`config.mk`:
```
export PLATFORM = sky130hd
export DESIGN_NAME = ea_unit
export DESIGN_NICKNAME = d
export VERILOG_FILES = /design/src/cpu_regs_pkg.sv /design/src/ea_mode_pkg.sv /design/src/ea_reg_bank.sv /design/src/ea_calc.sv /design/src/ea_unit.sv
export SDC_FILE = /design/constraint.sdc
export NUM_CORES = 1
export LEC_CHECK = 0
export BUFFER_PORTS_ARGS = -buffer_cell sky130_fd_sc_hd__buf_2
export CAP_MARGIN = 25
export CORE_MARGIN = 2
export CORE_UTILIZATION = 45
export CTS_CLUSTER_DIAMETER = 80
export DETAILED_ROUTE_END_ITERATION = 7
export GPL_TIMING_DRIVEN = 0
export PLACE_DENSITY = 0.69
export SLEW_MARGIN = 30
export SYNTH_ARGS = -nofsm -noshare
export SYNTH_HDL_FRONTEND = slang
export SYNTH_SLANG_ARGS = --single-unit
```
`constraint.sdc`:
```
create_clock -name clk -period 10.51 [get_ports clk]
set_input_delay 2.102 -clock clk [delete_from_list [all_inputs] [get_ports clk]]
set_output_delay 2.102 -clock clk [all_outputs]
set_load 0.05 [all_outputs]
```
`src/cpu_regs_pkg.sv`:
```
// CPU register file definitions
// Widths of register words and memory addresses, the opcode byte codes
// that name the 32-bit general registers, and the "no base" selector.
`default_nettype none

package cpu_regs_pkg;

    localparam int REG_W    = 32;                 // general register width
    localparam int ADDR_W   = 24;                 // external address bus
    localparam int SEL_W    = 8;                  // opcode register byte code
    localparam int NUM_REGS = 8;                  // XWA .. XSP
    localparam int IDX_W    = $clog2(NUM_REGS);

    typedef logic [REG_W-1:0]  reg_word_t;
    typedef logic [ADDR_W-1:0] addr_t;
    typedef logic [SEL_W-1:0]  reg_sel_t;
    typedef logic [IDX_W-1:0]  reg_idx_t;

    // 32-bit registers are coded E0, E4, E8 ... FC
    // bits 4..2 give the bank index, bits 1..0 the byte lane
    localparam reg_sel_t FULL_REG_BASE = 8'he0;   // XWA

    // base selector meaning no register, reads as zero
    localparam reg_sel_t NULL_SEL = 8'h40;

endpackage

`default_nettype wire

```
`src/ea_mode_pkg.sv`:
```
// Effective-address mode definitions
// Mode keys built from the first operand byte, the pre-decrement and
// post-increment step codes, the byte count type and the decoder states.
`default_nettype none

package ea_mode_pkg;

    // key is {byte0[6], byte0[3:0]}
    typedef logic [4:0] mode_t;

    localparam mode_t MODE_IMM8    = 5'h10;   // (#8)
    localparam mode_t MODE_IMM16   = 5'h11;   // (#16)
    localparam mode_t MODE_IMM24   = 5'h12;   // (#24)
    localparam mode_t MODE_LONG    = 5'h13;   // (r32) (r32+d16) (r32+r8/r16)
    localparam mode_t MODE_PREDEC  = 5'h14;   // (-r32)
    localparam mode_t MODE_POSTINC = 5'h15;   // (r32+)

    typedef logic [1:0] step_t;

    localparam step_t STEP_1 = 2'd0;
    localparam step_t STEP_2 = 2'd1;
    localparam step_t STEP_4 = 2'd2;

    typedef logic [2:0] fetch_cnt_t;

    typedef enum logic [1:0] {
        EA_IDLE,   // waiting for start
        EA_EXT,    // waiting for the extension word
        EA_ADD     // forming the address
    } ea_state_t;

    // byte size of a step code, code 3 is reserved
    function automatic logic [2:0] step_bytes(step_t step);
        case (step)
            STEP_1:  return 3'd1;
            STEP_2:  return 3'd2;
            STEP_4:  return 3'd4;
            default: return 3'd0;
        endcase
    endfunction

endpackage

`default_nettype wire

```
`src/ea_reg_bank.sv`:
```
// General register bank for the address unit
// Eight 32-bit registers with a base read port, an index read port that
// returns the addressed byte or word lane, an external load port and the
// increment/decrement write-back used by (-r32) and (r32+).
`timescale 1ns/1ps
`default_nettype none

module ea_reg_bank (
    input  logic                    clk,
    input  logic                    rst,
    input  logic                    cen,
    input  cpu_regs_pkg::reg_sel_t  base_sel,
    input  cpu_regs_pkg::reg_sel_t  index_sel,
    input  logic                    wr_en,
    input  cpu_regs_pkg::reg_idx_t  wr_idx,
    input  cpu_regs_pkg::reg_word_t wr_data,
    input  logic                    wb_inc,
    input  logic                    wb_dec,
    input  ea_mode_pkg::step_t      wb_step,
    input  cpu_regs_pkg::reg_sel_t  wb_sel,
    output cpu_regs_pkg::reg_word_t base_val,
    output cpu_regs_pkg::reg_word_t index_val
);

    cpu_regs_pkg::reg_word_t regs [cpu_regs_pkg::NUM_REGS];

    cpu_regs_pkg::reg_idx_t  base_idx;
    cpu_regs_pkg::reg_idx_t  index_idx;
    cpu_regs_pkg::reg_idx_t  wb_idx;
    cpu_regs_pkg::reg_word_t wb_amt;

    assign base_idx  = base_sel[4:2];    // E0 -> 0 ... FC -> 7
    assign index_idx = index_sel[4:2];
    assign wb_idx    = wb_sel[4:2];

    assign wb_amt = {29'd0, ea_mode_pkg::step_bytes(wb_step)};

    assign base_val = (base_sel == cpu_regs_pkg::NULL_SEL) ? '0 : regs[base_idx];

    // lane select only, sign extension is left to the decoder
    assign index_val = regs[index_idx] >> {index_sel[1:0], 3'b000};

    always_ff @(posedge clk or posedge rst) begin
        if (rst) begin
            for (int i = 0; i < cpu_regs_pkg::NUM_REGS; i++) begin
                regs[i] <= '0;
            end
        end else if (cen) begin
            if (wr_en) begin
                regs[wr_idx] <= wr_data;               // host load wins
            end else if (wb_inc) begin
                regs[wb_idx] <= regs[wb_idx] + wb_amt; // (r32+)
            end else if (wb_dec) begin
                regs[wb_idx] <= regs[wb_idx] - wb_amt; // (-r32)
            end
        end
    end

    a_wb_exclusive: assert property (
        @(posedge clk) disable iff (rst)
        !(wb_inc && wb_dec)
    ) else $error("increment and decrement write-back requested together");

    a_wb_step_valid: assert property (
        @(posedge clk) disable iff (rst)
        (wb_inc || wb_dec) |-> (wb_step != 2'd3)
    ) else $error("write-back with reserved step code");

endmodule

`default_nettype wire

```
`src/ea_calc.sv`:
```
// Effective-address decoder and adder
// Decodes the memory operand prefix byte, picks base register, offset or
// index, waits for the extension word of the long (r32+d16) and indexed
// forms, and adds everything into a 24-bit address. Pre-decrement and
// post-increment modes raise a write-back strobe toward the register bank.
`timescale 1ns/1ps
`default_nettype none

module ea_calc (
    input  logic                     clk,
    input  logic                     rst,
    input  logic                     cen,
    input  logic                     start,
    input  logic                     ext,
    input  logic [31:0]              op,
    input  cpu_regs_pkg::reg_word_t  base_val,
    input  cpu_regs_pkg::reg_word_t  index_val,
    output cpu_regs_pkg::reg_sel_t   base_sel,
    output cpu_regs_pkg::reg_sel_t   index_sel,
    output logic                     wb_inc,
    output logic                     wb_dec,
    output ea_mode_pkg::step_t       wb_step,
    output cpu_regs_pkg::reg_sel_t   wb_sel,
    output logic                     done,
    output logic                     need_ext,
    output cpu_regs_pkg::addr_t      addr,
    output ea_mode_pkg::fetch_cnt_t  fetched
);

    ea_mode_pkg::ea_state_t   state;
    ea_mode_pkg::mode_t       mode_key;

    // decoded from the first word
    cpu_regs_pkg::reg_sel_t   dec_base;
    cpu_regs_pkg::addr_t      dec_off;
    ea_mode_pkg::fetch_cnt_t  dec_fetch;
    ea_mode_pkg::step_t       dec_step;
    logic                     dec_inc;
    logic                     dec_dec;
    logic                     dec_ext;

    // held for the add step
    cpu_regs_pkg::addr_t      offset;
    ea_mode_pkg::step_t       step_q;
    ea_mode_pkg::fetch_cnt_t  fetch_q;
    logic                     index16;
    logic                     use_index;
    logic                     inc_pend;
    logic                     dec_pend;
    logic                     sum_ok;

    logic                     start_acc;
    logic                     ext_acc;
    cpu_regs_pkg::addr_t      pre_amt;
    cpu_regs_pkg::addr_t      idx_ext;
    cpu_regs_pkg::addr_t      sum;

    assign mode_key  = {op[6], op[3:0]};
    assign start_acc = cen && start && (state == ea_mode_pkg::EA_IDLE);
    assign ext_acc   = cen && ext && need_ext && (state == ea_mode_pkg::EA_EXT);

    assign wb_step = step_q;
    assign wb_sel  = base_sel;    // write-back goes to the base register

    always_comb begin
        dec_base  = cpu_regs_pkg::NULL_SEL;
        dec_off   = '0;
        dec_fetch = 3'd1;
        dec_step  = ea_mode_pkg::STEP_1;
        dec_inc   = 1'b0;
        dec_dec   = 1'b0;
        dec_ext   = 1'b0;
        casez (mode_key)
            5'b0_????: begin    // short form (r32) (r32+d8)
                dec_base  = cpu_regs_pkg::FULL_REG_BASE | {3'b000, op[2:0], 2'b00};
                dec_off   = op[3] ? {{16{op[15]}}, op[15:8]} : '0;
                dec_fetch = op[3] ? 3'd2 : 3'd1;
            end
            ea_mode_pkg::MODE_IMM8: begin
                dec_off   = {16'd0, op[15:8]};
                dec_fetch = 3'd2;
            end
            ea_mode_pkg::MODE_IMM16: begin
                dec_off   = {8'd0, op[23:8]};
                dec_fetch = 3'd3;
            end
            ea_mode_pkg::MODE_IMM24: begin
                dec_off   = op[31:8];
                dec_fetch = 3'd4;
            end
            ea_mode_pkg::MODE_LONG: begin
                dec_base  = {op[15:10], 2'b00};
                dec_fetch = 3'd2;
                dec_ext   = op[8];      // 01 d16, 11 indexed
            end
            ea_mode_pkg::MODE_PREDEC, ea_mode_pkg::MODE_POSTINC: begin
                dec_base  = {op[15:10], 2'b00};
                dec_step  = op[9:8];
                dec_dec   = !mode_key[0];
                dec_inc   = mode_key[0];
                dec_fetch = 3'd2;
            end
            default: ;                  // unsupported key, address zero
        endcase
    end

    // pre-decrement happens before the add
    assign pre_amt = dec_pend ? {21'd0, ea_mode_pkg::step_bytes(step_q)} : '0;

    assign idx_ext = index16 ? {{8{index_val[15]}}, index_val[15:0]}
                             : {{16{index_val[7]}}, index_val[7:0]};

    assign sum = base_val[cpu_regs_pkg::ADDR_W-1:0] - pre_amt + (use_index ? idx_ext : offset);

    always_ff @(posedge clk or posedge rst) begin
        if (rst) begin
            state     <= ea_mode_pkg::EA_IDLE;
            sum_ok    <= 1'b0;
            need_ext  <= 1'b0;
            done      <= 1'b0;
            fetched   <= '0;
            wb_inc    <= 1'b0;
            wb_dec    <= 1'b0;
            inc_pend  <= 1'b0;
            dec_pend  <= 1'b0;
            use_index <= 1'b0;
        end else if (cen) begin
            done    <= 1'b0;            // one-cycle strobes
            fetched <= '0;
            wb_inc  <= 1'b0;
            wb_dec  <= 1'b0;
            case (state)
                ea_mode_pkg::EA_IDLE: begin
                    if (start_acc) begin
                        inc_pend  <= dec_inc;
                        dec_pend  <= dec_dec;
                        use_index <= dec_ext && op[9];
                        state     <= dec_ext ? ea_mode_pkg::EA_EXT : ea_mode_pkg::EA_ADD;
                    end
                end
                ea_mode_pkg::EA_EXT: begin
                    if (!need_ext) begin
                        need_ext <= 1'b1;   // first word consumed
                        fetched  <= 3'd2;
                    end else if (ext_acc) begin
                        need_ext <= 1'b0;
                        state    <= ea_mode_pkg::EA_ADD;
                    end
                end
                ea_mode_pkg::EA_ADD: begin
                    if (!sum_ok) begin
                        sum_ok <= 1'b1;
                        wb_inc <= inc_pend; // lands with done
                        wb_dec <= dec_pend;
                    end else begin
                        sum_ok  <= 1'b0;
                        done    <= 1'b1;
                        fetched <= fetch_q;
                        state   <= ea_mode_pkg::EA_IDLE;
                    end
                end
                default: state <= ea_mode_pkg::EA_IDLE;
            endcase
        end
    end

    always_ff @(posedge clk) begin
        if (start_acc) begin
            base_sel <= dec_base;
            offset   <= dec_off;
            step_q   <= dec_step;
            fetch_q  <= dec_fetch;
            index16  <= op[10];         // r16 index when set
        end
        if (ext_acc) begin
            if (use_index) begin
                base_sel  <= op[7:0];   // ext byte 0 is base
                index_sel <= op[15:8];  // ext byte 1 is index
            end else begin
                offset <= {{8{op[15]}}, op[15:0]};
            end
        end
        if (cen && (state == ea_mode_pkg::EA_ADD) && !sum_ok) begin
            addr <= sum;
        end
    end

    a_done_vs_ext: assert property (
        @(posedge clk) disable iff (rst)
        !(done && need_ext)
    ) else $error("done raised while still waiting for the extension word");

endmodule

`default_nettype wire

```
`src/ea_unit.sv`:
```
// Effective-address unit, top level
// Connects the mode decoder/adder with the general register bank.
// The host loads registers through the write port, starts a request
// with the mode word on op, answers need_ext with an extension word and
// gets the 24-bit address and the consumed byte count with done.
`timescale 1ns/1ps
`default_nettype none

module ea_unit (
    input  logic                     clk,
    input  logic                     rst,
    input  logic                     cen,
    input  logic                     start,
    input  logic                     ext,
    input  logic [31:0]              op,
    input  logic                     wr_en,
    input  cpu_regs_pkg::reg_idx_t   wr_idx,
    input  cpu_regs_pkg::reg_word_t  wr_data,
    output logic                     done,
    output logic                     need_ext,
    output cpu_regs_pkg::addr_t      addr,
    output ea_mode_pkg::fetch_cnt_t  fetched
);

    cpu_regs_pkg::reg_sel_t  base_sel;
    cpu_regs_pkg::reg_sel_t  index_sel;
    cpu_regs_pkg::reg_word_t base_val;
    cpu_regs_pkg::reg_word_t index_val;
    logic                    wb_inc;
    logic                    wb_dec;
    ea_mode_pkg::step_t      wb_step;
    cpu_regs_pkg::reg_sel_t  wb_sel;

    ea_calc calc_i (
        .clk       (clk),
        .rst       (rst),
        .cen       (cen),
        .start     (start),
        .ext       (ext),
        .op        (op),
        .base_val  (base_val),
        .index_val (index_val),
        .base_sel  (base_sel),
        .index_sel (index_sel),
        .wb_inc    (wb_inc),
        .wb_dec    (wb_dec),
        .wb_step   (wb_step),
        .wb_sel    (wb_sel),
        .done      (done),
        .need_ext  (need_ext),
        .addr      (addr),
        .fetched   (fetched)
    );

    ea_reg_bank bank_i (
        .clk       (clk),
        .rst       (rst),
        .cen       (cen),
        .base_sel  (base_sel),
        .index_sel (index_sel),
        .wr_en     (wr_en),
        .wr_idx    (wr_idx),
        .wr_data   (wr_data),
        .wb_inc    (wb_inc),
        .wb_dec    (wb_dec),
        .wb_step   (wb_step),
        .wb_sel    (wb_sel),
        .base_val  (base_val),
        .index_val (index_val)
    );

endmodule

`default_nettype wire

```
==> impl_metrics.env <==
export IMPL_combined_area_of_the_multi_input_logic_cells_um2=13280
export IMPL_grt_pass1_vias=22830
export IMPL_clk_insertion_delay_late_ns=0.59
export IMPL_cp_max_delay_cell="sky130_fd_sc_hd__clkbuf_1"
export IMPL_nNetsFinal=2761
export IMPL_r2r_cells=21
export IMPL_power_switching_fraction_pct=49.62
export IMPL_detail_route_first_pass_iterations=6
export IMPL_reported_net_switching_power_mw=4.783
export IMPL_rsz0062_at_grt="false"
export IMPL_critPathBufInv=5
export IMPL_postCtsHoldBufs=0
export IMPL_synth_lib_cells_used_distinct=94
export IMPL_worst_endpoint_required_ns=10.85
export IMPL_postSynthCellCount=2487
export IMPL_layout_area_seq_um2=8423
export IMPL_max_cap_violations=0
export IMPL_gr_total_overflow=0
export IMPL_async_s_r_ff_share_synth_pct=80.06
export IMPL_grt_pass1_wl_um=165200
export IMPL_dp_final_hpwl_um=85830
export IMPL_maximum_level_of_the_cts_h_tree=2
export IMPL_hold_viol=0
export IMPL_dr_total_vias=23780
export IMPL_cp_depth=21
export IMPL_vdd_ir_drop_worst_uv=232.9
export IMPL_drtIter0Drc=3487
export IMPL_min_delay_path_depth=2
export IMPL_detail_route_wirelength_um=117700
export IMPL_power_leakage_nw=10.36
export IMPL_setup_ws_ns=2.459
export IMPL_pwr_share_comb_pct=58.4
export IMPL_synth_fp_nets=2618
export IMPL_route_detailed_vias_per_inst=7.119
export IMPL_clkPwrFrac_pct=16.8
export IMPL_outcome="complete, no violations"
export IMPL_die_width_um=229.6
export IMPL_area_growth_from_synthesis_to_final_layout_pct=13.47
export IMPL_power_sequential_fraction_pct=24.8
export IMPL_final_min_period_over_clock_period_pct=76.61
export IMPL_timing_critical_path_to_type="flip-flop"
export IMPL_cp_cell_sequence="clkbuf_2 > clkbuf_1 > clkbuf_1 > buf_2 > mux4_2 > mux2i_1 > a211oi_1 > a21oi_1 > nand2_1 > o21ai_0 > fa_1 > inv_1 > ha_1 > a211oi_1 > o21ai_0 > o31ai_1 > a2111oi_0 > a211oi_1 > o21ai_0 > a21oi_1 > xnor2_1"
export IMPL_timing_final_crit_period_ns=8.051
export IMPL_detailed_place_area_um2=24430
export IMPL_synthesis_area_um2=22900
export IMPL_worst_setup_hold_path_clk_slew_ns=0.06
export IMPL_rows=82
export IMPL_cts_sinks=336
export IMPL_detailedPlace_worstSlack_ns=2.922
export IMPL_dieArea_um2=52710
export IMPL_critical_path_class="flip-flop to flip-flop"
export IMPL_grt_start_max_net_pins=88
export IMPL_max_transition_viols_final=0
export IMPL_die_h_um=229.6
export IMPL_yosys_warnings=0
export IMPL_total_grt_usage_pct=43.90
export IMPL_gpl_final_weighted_congestion=1.096
export IMPL_layout_drive_gt1_share_pct=14.35
export IMPL_tritoncts="done"
export IMPL_fp_coreArea_um2=50170
export IMPL_remaining_drc_errors=0
export IMPL_initial_utilization_pct=45.65
export IMPL_cpLargestDelayFamily="buffers and inverters"
export IMPL_synth_ff_latch_count=336
export IMPL_internal_power_mw=4.856
export IMPL_post_cts_setup_buffer_count=0
export IMPL_clock_root_buffer="sky130_fd_sc_hd__clkbuf_16"
export IMPL_fmax_mhz=124.2
export IMPL_ys_seq_area_share_pct=36.78
export IMPL_worst_endpoint_arrival_ns=8.39
export IMPL_max_slew_worst_pin_slew_ns=1.206
export IMPL_postSynthAreaPerCell_um2=9.208
export IMPL_setup_violations_final=0
export IMPL_layout_commonest_cell="sky130_fd_sc_hd__nand2_1"
export IMPL_max_clock_path_buffers=3
export IMPL_worst_path_largest_cell_delay_ns=0.91
export IMPL_critical_path_startpoint_type="flip-flop"
export IMPL_postRouteAntennaNets=0
export IMPL_post_route_cell_area_um2=25980
export IMPL_route_detailed_wl_per_inst_um=35.22
export IMPL_port_buffers=88
export IMPL_boundary_pin_count=102
export IMPL_skew_ns=0.01491
export IMPL_ys_dominant_reg_cell="sky130_fd_sc_hd__dfrtp_1"
export IMPL_final_fill_count=4633
export IMPL_worst_path_max_fanout=10
export IMPL_cts_buffers=42
export IMPL_synth_edf_count=35
export IMPL_min_path_type="flip-flop to flip-flop"
export IMPL_antenna_found_initial=5
export IMPL_worst_slew_margin_rel_pct=19.46
export IMPL_layout_cells_most_common_list="325 x sky130_fd_sc_hd__nand2_1, 269 x sky130_fd_sc_hd__dfrtp_1, 223 x sky130_fd_sc_hd__o21ai_0, 162 x sky130_fd_sc_hd__clkbuf_1, 154 x sky130_fd_sc_hd__a21oi_1"
export IMPL_powerDensity_nw_per_um2=371.0
export IMPL_post_cts_resized_instances=0
power groups by stage:
stage	Clock, mW	Combinational, mW	Sequential [mW]
2_1_floorplan	0	3.59	2.36
3_3_place_gp	0	5.24	2.36
3_5_place_dp	0	5.38	2.38
4_1_cts	1.61	5.41	2.36
5_1_grt	1.65	5.99	2.41
6_report	1.61	5.63	2.39
area by class of cell:
cell class	instances	area share [%]
Timing Repair Buffer	99	2.311
Clock buffer	59	4.926
Inverter	83	1.228
Buffer	227	3.847
Clock inverter	17	0.8715
Tap cell	672	3.236
Antenna cell	7	0.06741
Sequential cell	336	32.42
Multi-Input combinational cell	1841	51.10
registers in the layout, indices dropped and copies added (netlist names):
| name | cells |
|---|---|
| bank_i.regs | 256 |
| calc_i.addr | 24 |
| calc_i.offset | 24 |
| calc_i.base_sel | 8 |
| calc_i.index_sel | 5 |
| calc_i.fetch_q | 3 |
| calc_i.fetched | 3 |
| calc_i.state | 2 |
| calc_i.wb_step | 2 |
| calc_i.dec_pend | 1 |
| calc_i.done | 1 |
| calc_i.inc_pend | 1 |
| calc_i.index16 | 1 |
| calc_i.need_ext | 1 |
| calc_i.sum_ok | 1 |
| calc_i.use_index | 1 |
| calc_i.wb_dec | 1 |
| calc_i.wb_inc | 1 |
worst min-delay path, cell delays in order, from the launching register on:
cell                      delay, ns
sky130_fd_sc_hd__dfxtp_1       0.31
sky130_fd_sc_hd__nand2_1       0.05
sky130_fd_sc_hd__o21ai_0       0.06
cell families after synthesis:
logic type      after synthesis  synth area share [%]
compound gates              780                 23.07
xor+xnor                     47                 1.830
fa+ha+maj                    58                 3.333
buf+inv                     310                 5.606
flops                       336                 36.78
mux                         192                 13.71
simple gates                764                 15.67
path summary, 6_finish.rpt:
kind | startpoint | end | slack [ns]
max | calc_i.index_sel[3] | calc_i.addr[23] | 2.46
min | calc_i.base_sel[0] | calc_i.base_sel[0] | 0.48
max reg2reg | calc_i.index_sel[3] | calc_i.addr[23] | 2.46
min reg2reg | calc_i.base_sel[0] | calc_i.base_sel[0] | 0.48
max in group asynchronous | rst | bank_i.regs[150] | 7.81
min in group asynchronous | rst | bank_i.regs[78] | 1.51
cell usage after synthesis (all sizes together) (7+ instances only):
master	instances	share of area (%)
ha	53	2.9
nor3	107	2.4
nand2b	17	0.46
nand2	325	5.3
edfxtp	35	4.6
o311ai	31	1.2
dfxtp	32	2.8
or3	9	0.27
clkbuf	168	2.8
o221ai	43	1.6
a21o	8	0.26
a22o	8	0.31
mux2i	72	3.2
o22ai	13	0.36
a211oi	36	1.2
o31ai	11	0.36
and3	18	0.49
inv	80	1.3
a32oi	71	3.0
a21oi	156	3.4
nand4	16	0.44
mux4	93	9.2
dfrtp	269	29
a221o	25	1.1
nor4	7	0.28
and2	30	0.82
nor2	140	2.3
mux2	27	1.3
a22oi	63	2.1
nand3b	12	0.39
a31oi	8	0.22
o22a	7	0.27
a221oi	28	1.1
o21bai	7	0.23
nor2b	25	0.68
xnor2	37	1.4
xor2	10	0.42
buf	59	1.5
nand3	23	0.50
o21ai	234	5.1
layer usage:
| metal | part of all wire (%) | GRT usage (%) |
|---|---|---|
| met1 | 36 | 54.30 |
| met4 | 8.6 | 31.39 |
| met3 | 14 | 16.56 |
| met5 | 0.17 | 2.941 |
| met2 | 41 | 62.46 |
through the flow:
step           cells  utilization [%]  power [mW]  hold slack, ns  TNS, ns
2_1_floorplan   2487                -       5.946          0.4359        0
3_3_place_gp    3247            48.20       7.606          0.4468  -683.97
3_5_place_dp    3257            48.70       7.758          0.4606        0
4_1_cts         3333            51.71       9.375          0.4684        0
5_1_grt         3334            51.76       10.05          0.5066        0
6_report        3341            51.79       9.639          0.4753        0
No activity file was read; power rests on OpenSTA's default activity.
